==> src/rtl/nnc_pkg.sv <==
`default_nettype none

package nnc_pkg;

    typedef enum logic [3:0] {
        OP_NOP      = 4'h0,
        OP_SETREG   = 4'h1,
        OP_LOAD_RDN = 4'h2,
        OP_LOAD_DNN = 4'h3,
        OP_PROC     = 4'h4,
        OP_HALT     = 4'h5
    } opcode_e;

    typedef enum logic [1:0] {
        SEL_IMG_ADDR  = 2'd0,
        SEL_IMG_CNT   = 2'd1,
        SEL_RSLT_ADDR = 2'd2
    } reg_sel_e;

    // loads and runs carry a 28-bit address
    typedef struct packed {
        opcode_e     op;
        logic [27:0] arg;
    } instr_cmd_t;

    typedef struct packed {
        opcode_e     op;
        reg_sel_e    sel;
        logic [1:0]  spare;
        logic [23:0] val;
    } instr_reg_t;

    typedef union packed {
        instr_cmd_t cmd;
        instr_reg_t regv;
    } instr_u;

    typedef enum logic [2:0] {
        IDLE,
        FETCH,
        FETCH_WAIT,
        EXEC,
        LOAD_WAIT,
        IMG_WAIT,
        RES_WAIT,
        WRITE_WAIT
    } seq_state_e;

endpackage

`default_nettype wire

==> src/rtl/nnc_regs.sv <==
`default_nettype none

module nnc_regs (
    input  wire                clk,
    input  wire                rst_n,
    input  wire                reg_wr,
    input  wire nnc_pkg::reg_sel_e reg_sel,
    input  wire         [23:0] reg_val,
    input  wire                img_addr_inc,
    input  wire                img_cnt_dec,
    input  wire                rslt_addr_inc,
    output logic        [27:0] img_addr,
    output logic               img_cnt_zero,
    output logic        [27:0] rslt_addr
);

    logic [23:0] img_cnt;

    always_ff @(posedge clk or negedge rst_n) begin
        if (!rst_n) begin
            img_addr  <= '0;
            img_cnt   <= '0;
            rslt_addr <= '0;
        end else if (reg_wr) begin
            // a program write overrides the running updates
            case (reg_sel)
                nnc_pkg::SEL_IMG_ADDR:  img_addr  <= 28'(reg_val);
                nnc_pkg::SEL_IMG_CNT:   img_cnt   <= reg_val;
                nnc_pkg::SEL_RSLT_ADDR: rslt_addr <= 28'(reg_val);
                default: ;
            endcase
        end else begin
            if (img_addr_inc) begin
                img_addr <= img_addr + 28'd1;
            end
            if (img_cnt_dec && img_cnt != '0) begin
                img_cnt <= img_cnt - 24'd1;
            end
            if (rslt_addr_inc) begin
                rslt_addr <= rslt_addr + 28'd1;
            end
        end
    end

    assign img_cnt_zero = (img_cnt == '0);

endmodule

`default_nettype wire

==> src/rtl/nnc_page_buf.sv <==
`default_nettype none

module nnc_page_buf #(
    parameter int DATA_W     = 64,
    parameter int PROG_PAGES = 8,
    localparam int IDX_W     = $clog2(PROG_PAGES),
    localparam int PC_W      = $clog2(2 * PROG_PAGES)
) (
    input  wire              clk,
    input  wire              rst_n,
    input  wire              pg_wr,
    input  wire  [IDX_W-1:0] pg_idx,
    input  wire [DATA_W-1:0] pg_data,
    input  wire   [PC_W-1:0] pc,
    output nnc_pkg::instr_u  instr
);

    logic [DATA_W-1:0]     pages [PROG_PAGES];
    logic [PROG_PAGES-1:0] loaded;
    logic [DATA_W-1:0]     page;

    always_ff @(posedge clk) begin
        if (pg_wr) begin
            pages[pg_idx] <= pg_data;
        end
    end

    always_ff @(posedge clk or negedge rst_n) begin
        if (!rst_n) begin
            loaded <= '0;
        end else if (pg_wr) begin
            loaded[pg_idx] <= 1'b1;
        end
    end

    // even pc in the low word, odd pc in the next one
    always_comb begin
        page = pages[pc[PC_W-1:1]];
        if (!loaded[pc[PC_W-1:1]]) begin
            instr = '0;
        end else if (pc[0]) begin
            instr = page[32 +: 32];
        end else begin
            instr = page[31:0];
        end
    end

endmodule

`default_nettype wire

==> src/rtl/nnc_decode.sv <==
`default_nettype none

module nnc_decode #(
    parameter int PROG_PAGES = 8,
    localparam int PC_W      = $clog2(2 * PROG_PAGES)
) (
    input  wire                     clk,
    input  wire                     rst_n,
    input  wire                     exec_en,
    input  wire                     next_instr,
    input  wire nnc_pkg::instr_u    instr,
    output logic         [PC_W-1:0] pc,
    output logic                    cmd_vld,
    output nnc_pkg::opcode_e        cmd_op,
    output logic             [27:0] cmd_arg,
    output logic                    reg_wr,
    output nnc_pkg::reg_sel_e       reg_sel,
    output logic             [23:0] reg_val
);

    localparam logic [PC_W-1:0] PC_LAST = PC_W'(2 * PROG_PAGES - 1);

    logic exec_q;
    logic active;

    // first cycle of exec_en only resets the pc
    assign active  = exec_en && exec_q;
    assign reg_wr  = active && (instr.cmd.op == nnc_pkg::OP_SETREG);
    assign cmd_vld = active && (instr.cmd.op != nnc_pkg::OP_SETREG);

    assign cmd_op  = instr.cmd.op;
    assign cmd_arg = instr.cmd.arg;
    assign reg_sel = instr.regv.sel;
    assign reg_val = instr.regv.val;

    always_ff @(posedge clk or negedge rst_n) begin
        if (!rst_n) begin
            exec_q <= 1'b0;
            pc     <= '0;
        end else begin
            exec_q <= exec_en;
            if (exec_en && !exec_q) begin
                pc <= '0;
            end else if ((next_instr || reg_wr) && pc != PC_LAST) begin
                pc <= pc + 1'b1;
            end
        end
    end

endmodule

`default_nettype wire

==> src/rtl/nnc_seq.sv <==
`default_nettype none

module nnc_seq #(
    parameter int DATA_W       = 64,
    parameter int PROG_PAGES   = 8,
    parameter int WEIGHT_PAGES = 4,
    parameter int IMG_PAGES    = 6,
    localparam int IDX_W       = $clog2(PROG_PAGES)
) (
    input  wire                clk,
    input  wire                rst_n,
    input  wire                start,
    input  wire         [31:0] prog_base,
    output logic               read_req,
    output logic               write_req,
    output logic        [31:0] address,
    output logic  [DATA_W-1:0] write_data,
    input  wire                data_valid,
    input  wire                write_done,
    input  wire   [DATA_W-1:0] read_data,
    output logic               pg_wr,
    output logic   [IDX_W-1:0] pg_idx,
    output logic               exec_en,
    output logic               next_instr,
    input  wire                cmd_vld,
    input  wire nnc_pkg::opcode_e cmd_op,
    input  wire         [27:0] cmd_arg,
    output logic               img_addr_inc,
    output logic               img_cnt_dec,
    output logic               rslt_addr_inc,
    input  wire         [27:0] img_addr,
    input  wire                img_cnt_zero,
    input  wire         [27:0] rslt_addr,
    output logic               rdn_weight_vld,
    output logic               dnn_weight_vld,
    output logic  [DATA_W-1:0] weight_data,
    input  wire                img_rdy,
    output logic               img_vld,
    output logic  [DATA_W-1:0] img_data,
    input  wire                res_vld,
    input  wire   [DATA_W-1:0] res_data,
    output logic               res_rdy,
    output logic               done
);

    localparam int MAX_A  = (PROG_PAGES > WEIGHT_PAGES) ? PROG_PAGES : WEIGHT_PAGES;
    localparam int MAX_PG = (MAX_A > IMG_PAGES) ? MAX_A : IMG_PAGES;
    localparam int CNT_W  = $clog2(MAX_PG + 1);

    nnc_pkg::seq_state_e state;
    logic [CNT_W-1:0]    pg_cnt;
    logic [31:0]         prog_q;
    logic [27:0]         ld_addr;
    logic [DATA_W-1:0]   res_q;
    logic                ld_rdn;
    logic                req_go;
    logic                retire;
    logic                cmd_go;
    logic                ld_start;
    logic                last_pg;

    assign cmd_go   = (state == nnc_pkg::EXEC) && !retire && cmd_vld;
    assign ld_start = cmd_go && (cmd_op == nnc_pkg::OP_LOAD_RDN ||
                                 cmd_op == nnc_pkg::OP_LOAD_DNN);

    always_comb begin
        case (state)
            nnc_pkg::FETCH_WAIT: last_pg = (pg_cnt == CNT_W'(PROG_PAGES - 1));
            nnc_pkg::LOAD_WAIT:  last_pg = (pg_cnt == CNT_W'(WEIGHT_PAGES - 1));
            default:             last_pg = (pg_cnt == CNT_W'(IMG_PAGES - 1));
        endcase
    end

    always_comb begin
        read_req       = 1'b0;
        write_req      = 1'b0;
        address        = '0;
        pg_wr          = 1'b0;
        next_instr     = 1'b0;
        img_addr_inc   = 1'b0;
        img_cnt_dec    = 1'b0;
        rslt_addr_inc  = 1'b0;
        rdn_weight_vld = 1'b0;
        dnn_weight_vld = 1'b0;
        img_vld        = 1'b0;
        res_rdy        = 1'b0;
        exec_en        = (state inside {nnc_pkg::EXEC, nnc_pkg::LOAD_WAIT, nnc_pkg::IMG_WAIT,
                                        nnc_pkg::RES_WAIT, nnc_pkg::WRITE_WAIT});
        case (state)
            nnc_pkg::FETCH: begin
                read_req = 1'b1;
                address  = prog_q + 32'(pg_cnt);
            end
            nnc_pkg::FETCH_WAIT: begin
                pg_wr   = data_valid;
                // raise exec_en early so decode starts at pc 0
                exec_en = data_valid && last_pg;
            end
            nnc_pkg::EXEC: begin
                if (retire) begin
                    next_instr = 1'b1;
                end else if (cmd_vld) begin
                    case (cmd_op)
                        nnc_pkg::OP_LOAD_RDN, nnc_pkg::OP_LOAD_DNN, nnc_pkg::OP_HALT: ;
                        nnc_pkg::OP_PROC: next_instr = img_cnt_zero;
                        default:          next_instr = 1'b1;
                    endcase
                end
            end
            nnc_pkg::LOAD_WAIT: begin
                read_req       = req_go;
                address        = {4'b0, ld_addr};
                rdn_weight_vld = data_valid && ld_rdn;
                dnn_weight_vld = data_valid && !ld_rdn;
            end
            nnc_pkg::IMG_WAIT: begin
                // image unit back-pressure holds the read
                read_req     = req_go && img_rdy;
                address      = {4'b0, img_addr};
                img_vld      = data_valid;
                img_addr_inc = data_valid;
            end
            nnc_pkg::RES_WAIT: begin
                res_rdy = 1'b1;
            end
            nnc_pkg::WRITE_WAIT: begin
                write_req     = req_go;
                address       = {4'b0, rslt_addr};
                rslt_addr_inc = write_done;
                img_cnt_dec   = write_done;
            end
            default: ;
        endcase
    end

    assign pg_idx      = pg_cnt[IDX_W-1:0];
    assign write_data  = res_q;
    assign weight_data = read_data;
    assign img_data    = read_data;

    always_ff @(posedge clk or negedge rst_n) begin
        if (!rst_n) begin
            state  <= nnc_pkg::IDLE;
            pg_cnt <= '0;
            ld_rdn <= 1'b0;
            req_go <= 1'b0;
            retire <= 1'b0;
            done   <= 1'b0;
        end else begin
            if (read_req || write_req) begin
                req_go <= 1'b0;
            end
            case (state)
                nnc_pkg::IDLE: if (start) begin
                    pg_cnt <= '0;
                    done   <= 1'b0;
                    state  <= nnc_pkg::FETCH;
                end
                nnc_pkg::FETCH: state <= nnc_pkg::FETCH_WAIT;
                nnc_pkg::FETCH_WAIT: if (data_valid) begin
                    if (last_pg) begin
                        state <= nnc_pkg::EXEC;
                    end else begin
                        pg_cnt <= pg_cnt + 1'b1;
                        state  <= nnc_pkg::FETCH;
                    end
                end
                nnc_pkg::EXEC: begin
                    retire <= 1'b0;
                    if (ld_start) begin
                        ld_rdn <= (cmd_op == nnc_pkg::OP_LOAD_RDN);
                        pg_cnt <= '0;
                        req_go <= 1'b1;
                        state  <= nnc_pkg::LOAD_WAIT;
                    end else if (cmd_go && cmd_op == nnc_pkg::OP_PROC && !img_cnt_zero) begin
                        pg_cnt <= '0;
                        req_go <= 1'b1;
                        state  <= nnc_pkg::IMG_WAIT;
                    end else if (cmd_go && cmd_op == nnc_pkg::OP_HALT) begin
                        done  <= 1'b1;
                        state <= nnc_pkg::IDLE;
                    end
                end
                nnc_pkg::LOAD_WAIT, nnc_pkg::IMG_WAIT: if (data_valid) begin
                    if (!last_pg) begin
                        pg_cnt <= pg_cnt + 1'b1;
                        req_go <= 1'b1;
                    end else if (state == nnc_pkg::LOAD_WAIT) begin
                        retire <= 1'b1;
                        state  <= nnc_pkg::EXEC;
                    end else begin
                        state <= nnc_pkg::RES_WAIT;
                    end
                end
                nnc_pkg::RES_WAIT: if (res_vld) begin
                    req_go <= 1'b1;
                    state  <= nnc_pkg::WRITE_WAIT;
                end
                // back to EXEC, where PROC checks the remaining count
                nnc_pkg::WRITE_WAIT: if (write_done) begin
                    state <= nnc_pkg::EXEC;
                end
                default: state <= nnc_pkg::IDLE;
            endcase
        end
    end

    always_ff @(posedge clk) begin
        if (state == nnc_pkg::IDLE && start) begin
            prog_q <= prog_base;
        end
        if (ld_start) begin
            ld_addr <= cmd_arg;
        end else if (state == nnc_pkg::LOAD_WAIT && data_valid) begin
            ld_addr <= ld_addr + 28'd1;
        end
        if (res_rdy && res_vld) begin
            res_q <= res_data;
        end
    end

endmodule

`default_nettype wire

==> src/rtl/nnc_top.sv <==
`default_nettype none

module nnc_top #(
    parameter int DATA_W       = 64,
    parameter int PROG_PAGES   = 8,
    parameter int WEIGHT_PAGES = 4,
    parameter int IMG_PAGES    = 6
) (
    input  wire               clk,
    input  wire               rst_n,
    input  wire               start,
    input  wire        [31:0] prog_base,
    output logic              read_req,
    output logic              write_req,
    output logic       [31:0] address,
    output logic [DATA_W-1:0] write_data,
    input  wire               data_valid,
    input  wire               write_done,
    input  wire  [DATA_W-1:0] read_data,
    output logic              rdn_weight_vld,
    output logic              dnn_weight_vld,
    output logic [DATA_W-1:0] weight_data,
    input  wire               img_rdy,
    output logic              img_vld,
    output logic [DATA_W-1:0] img_data,
    input  wire               res_vld,
    input  wire  [DATA_W-1:0] res_data,
    output logic              res_rdy,
    output logic              done
);

    localparam int IDX_W = $clog2(PROG_PAGES);
    localparam int PC_W  = $clog2(2 * PROG_PAGES);

    logic                 pg_wr;
    logic [IDX_W-1:0]     pg_idx;
    logic [PC_W-1:0]      pc;
    nnc_pkg::instr_u      instr;
    logic                 exec_en;
    logic                 next_instr;
    logic                 cmd_vld;
    nnc_pkg::opcode_e     cmd_op;
    logic [27:0]          cmd_arg;
    logic                 reg_wr;
    nnc_pkg::reg_sel_e    reg_sel;
    logic [23:0]          reg_val;
    logic                 img_addr_inc;
    logic                 img_cnt_dec;
    logic                 rslt_addr_inc;
    logic [27:0]          img_addr;
    logic                 img_cnt_zero;
    logic [27:0]          rslt_addr;

    nnc_regs u_regs (
        .clk, .rst_n, .reg_wr, .reg_sel, .reg_val,
        .img_addr_inc, .img_cnt_dec, .rslt_addr_inc,
        .img_addr, .img_cnt_zero, .rslt_addr
    );

    nnc_page_buf #(.DATA_W(DATA_W), .PROG_PAGES(PROG_PAGES)) u_page_buf (
        .clk, .rst_n, .pg_wr, .pg_idx, .pg_data(read_data), .pc, .instr
    );

    nnc_decode #(.PROG_PAGES(PROG_PAGES)) u_decode (
        .clk, .rst_n, .exec_en, .next_instr, .instr, .pc,
        .cmd_vld, .cmd_op, .cmd_arg, .reg_wr, .reg_sel, .reg_val
    );

    nnc_seq #(
        .DATA_W(DATA_W), .PROG_PAGES(PROG_PAGES),
        .WEIGHT_PAGES(WEIGHT_PAGES), .IMG_PAGES(IMG_PAGES)
    ) u_seq (
        .clk, .rst_n, .start, .prog_base,
        .read_req, .write_req, .address, .write_data, .data_valid, .write_done, .read_data,
        .pg_wr, .pg_idx, .exec_en, .next_instr, .cmd_vld, .cmd_op, .cmd_arg,
        .img_addr_inc, .img_cnt_dec, .rslt_addr_inc, .img_addr, .img_cnt_zero, .rslt_addr,
        .rdn_weight_vld, .dnn_weight_vld, .weight_data,
        .img_rdy, .img_vld, .img_data, .res_vld, .res_data, .res_rdy, .done
    );

endmodule

`default_nettype wire

==> config.mk <==
export PLATFORM = sky130hd
export DESIGN_NAME = nnc_top
export DESIGN_NICKNAME = d
export VERILOG_FILES = /design/src/rtl/nnc_pkg.sv /design/src/rtl/nnc_regs.sv /design/src/rtl/nnc_page_buf.sv /design/src/rtl/nnc_decode.sv /design/src/rtl/nnc_seq.sv /design/src/rtl/nnc_top.sv
export SDC_FILE = /design/constraint.sdc
export NUM_CORES = 1
export LEC_CHECK = 0
export BUFFER_PORTS_ARGS = -buffer_cell sky130_fd_sc_hd__buf_4
export CAP_MARGIN = 0
export CORE_MARGIN = 5
export CORE_UTILIZATION = 45
export DETAILED_ROUTE_END_ITERATION = 12
export MAX_ROUTING_LAYER = met4
export PLACE_DENSITY = 0.75
export SETUP_SLACK_MARGIN = 0.1
export SLEW_MARGIN = 10
export SYNTH_ARGS = -nofsm -noshare
export SYNTH_HDL_FRONTEND = slang
export SYNTH_HIERARCHICAL = 1
export SYNTH_SLANG_ARGS = --single-unit
export TNS_END_PERCENT = 50
==> constraint.sdc <==
create_clock -name clk -period 8 [get_ports clk]
set_input_delay 2 -clock clk [delete_from_list [all_inputs] [get_ports clk]]
set_output_delay 2 -clock clk [all_outputs]
set_load 0.02 [all_outputs]
==> flow_summary.ini <==
[outcome]
outcome = finished clean

[logic_synthesis]
synth_edf_count = 636
avgSynthCellArea_um2 = 14.8
yosys_warnings = 6
ys_seq_area_frac = 0.649
synthCells = 2259
ys_types = 97
synth_area_leaders = edfxtp_1 57%, mux4_2 8.7%, dfrtp_1 7.8%
syn-cell-area_um2 = 33500
ys_ff_latch = 740
ys.flop_type = edfxtp_1
async_flop_share = 0.141
syn_nets = 2438
yosys.area.top_type = edfxtp_1
synth_top_area_share = 0.571

[pwr]
comb_power_share = 0.193
intPower_uw = 7150
clkPwrFrac = 0.360
p_leak_uw = 0.0132
powerDensity_nw_per_um2 = 262
vdd_drop_max_mv = 0.162
p_seq_frac = 0.447
power_switching_uw = 2970
swShare = 0.294

[sta]
hold_violations = 0
setup_viol = 0
finalWorstSetupSlack_ns = 2.25
hold_slack_ns = 0.466
rsz0062_at_grt = false
finClkSkew_ns = 0.0270
post-route-period-util = 0.719
maxSlewViolCount = 0
fin_crit_ns = 5.75
fin_setup_tns_ns = 0
slew_headroom = 0.181
max_freq_mhz = 174
tightest_slew_ns = 1.22

[clock_tree]
ctsResizeCount = 0
cts_root_buf = clkbuf_16
cts_made_buffers = 77
cts_max_level = 3
path_clk_slew_ns = 0.06
cts_tree = yes
cts.path.max_buffers = 3
clkLatencyLatePin_ns = 0.64
postCtsHoldBufs = 0
cts_setup_buffers = 0
cts_sinks = 740

[global_routing]
grt_max_degree = 66
grt_pass1_vias = 20400
antenna_found_initial = 4
grtUsageTotal = 0.208
grt_overflow = 0
grt_pass1_wl_mm = 124

[route]
drc_errors = 0
routed_wl_mm = 83.1
num_vias = 20700
first_pass_iters = 7
avgViaCountPerCell = 5.93
wire_per_inst_um = 23.8
drt_iter0_markers = 1874
antenna_left = 0

[setup_path]
crit_type = flop to flop
required_ns = 8.08
ff2ff_path_depth = 10
cp-endpoint = u_seq/ld_addr[26]$_DFFE_PP_
crit_arrival_ns = 5.83
setup.worst_path.start = u_decode/pc[2]$_DFFE_PN0P_
startpoint_type = flop
endpoint_kind = flop
cp_max_fo = 58
rr_endpoint = u_seq/ld_addr[26]$_DFFE_PP_
reg2reg_setup_slack_ns = 2.25
reg2reg_from = u_decode/pc[2]$_DFFE_PN0P_

[die]
core_area_um2 = 74100
design.die.area_um2 = 79900
ios = 398
die_h_um = 283
rows = 100
initial_core_util = 0.452
die_w_um = 283

[final_layout]
drive_above_1_share = 0.302
nets = 2643
fin_util = 0.521
syn2layout_area_growth_pct = 15.3
nFillCells = 5908

[hold_path]
hold_path_class = flop to flop

[place]
routabilityCongestion = 0.938
post-place-ws_ns = 2.09
numPortBuffers = 397
hpwl_mm = 53.0

[run]
drv_cap = 0
## how the worst min path moves through the flow
stage                                            end  slack (ns)                        startpoint  cells past startpoint
CTS                 u_page_buf/loaded[7]$_DFFE_PN0P_        0.46  u_page_buf/loaded[7]$_DFFE_PN0P_                      1
finish              u_page_buf/loaded[7]$_DFFE_PN0P_        0.47  u_page_buf/loaded[7]$_DFFE_PN0P_                      1
global route        u_page_buf/loaded[7]$_DFFE_PN0P_        0.47  u_page_buf/loaded[7]$_DFFE_PN0P_                      1
detailed placement  u_page_buf/loaded[4]$_DFFE_PN0P_        0.45  u_page_buf/loaded[4]$_DFFE_PN0P_                      1
global placement    u_page_buf/loaded[3]$_DFFE_PN0P_        0.45  u_page_buf/loaded[3]$_DFFE_PN0P_                      1
floorplan           u_page_buf/loaded[2]$_DFFE_PN0P_        0.43  u_page_buf/loaded[2]$_DFFE_PN0P_                      1
## worst max-delay path, cell delays in order, from the launching register on
cell and delay [ns]:
dfrtp_4 0.74, mux4_2 0.60, mux2i_4 0.41, buf_4 0.54, nor3_1 0.24, nor4b_4 0.41, nor2_1 0.11, nor3b_1 0.19
and2_1 0.24, nand2_2 0.70, nand2_1 0.96
## flip-flops by register name (all words and copies together), names as in the netlist, 3 cells and up
register,count
u_regs/img_cnt,24
u_regs/img_addr,28
u_page_buf/loaded,8
u_seq/prog_q,32
u_regs/rslt_addr,28
u_seq/state,3
u_page_buf/pages,512
u_seq/pg_cnt,4
u_seq/write_data,64
u_decode/pc,4
u_seq/ld_addr,28
## cell families after synthesis
kind of cell	Yosys count	synth area share
buf+inv	342	0.0650
mux	176	0.102
xor+xnor	58	0.0152
compound gates	412	0.0786
fa+ha+maj	12	0.00471
simple gates	519	0.0859
flops	740	0.649
## synthesized netlist by cell type (11+ instances only)
library cell and count:
inv_1 30, mux4_2 129, edfxtp_1 636, nor4_1 20
nand2_1 91, dfrtp_1 104, and3_1 27, xnor2_1 28
o21ai_0 59, buf_4 195, nor2_1 115, buf_2 28
mux2i_1 39, or3_1 12, nand3_1 53, o22ai_1 108
nor3_1 49, ha_1 11, nand4_1 35, clkbuf_1 64
xor2_1 30, a21oi_1 122, nand2b_1 16, nor3_2 21
## routing by layer
layer	wire [um]	vias up	GRT usage
li1	-	9086	-
met1	34200	10500	0.286
met2	40400	1031	0.327
met3	7070	115	0.0369
met4	1480	0	0.0502
met5	0	-	-
## power by group through the flow
stage               Sequential [uW]  Combinational [uW]  Clock [uW]
global placement               4580                1890           0
CTS                            4520                1930        3720
finish                         4520                1960        3640
detailed placement             4600                1930           0
floorplan                      4560                1440           0
global route                   4540                2070        3890
## area by class of cell
cell class | count | area, um2 | share of cell area
flip-flops and latches | 740 | 21700 | 0.563
multi-input cells | 1177 | 9660 | 0.250
repair buffers | 436 | 3270 | 0.0848
clock buffers | 102 | 2080 | 0.0539
well taps | 969 | 1210 | 0.0314
clock inverters | 39 | 529 | 0.0137
inverters | 32 | 120 | 0.00311
diodes | 4 | 10.0 | 0.000259
## stage by stage
| step | power, uW | cells | area, um2 |
|---|---|---|---|
| after floorplan | 6000 | 2259 | 33500 |
| after global placement | 6470 | 3354 | 36000 |
| after detailed placement | 6520 | 3354 | 36000 |
| after CTS | 10200 | 3495 | 38600 |
| after global routing | 10500 | 3499 | 38600 |
| final | 10100 | 3499 | 38600 |
## layout by cell type, fill, tap and decap left out, drive strengths merged, types with 10 or more instances in the layout
| cell | count |
|---|---|
| a21oi | 123 |
| nor2 | 115 |
| clkinv | 25 |
| buf | 436 |
| o22ai | 108 |
| edfxtp | 636 |
| xnor2 | 28 |
| o21ai | 60 |
| dfrtp | 104 |
| a31oi | 10 |
| inv | 34 |
| mux2i | 40 |
| ha | 11 |
| nor4 | 24 |
| nand2 | 91 |
| mux4 | 130 |
| and2 | 10 |
| nor3 | 70 |
| nand3 | 53 |
| nand2b | 16 |
| or3 | 14 |
| or2 | 12 |
| nand4 | 37 |
| xor2 | 30 |
| and3 | 30 |
| clkbuf | 102 |
Note: power is estimated with default switching activity, not from simulation.
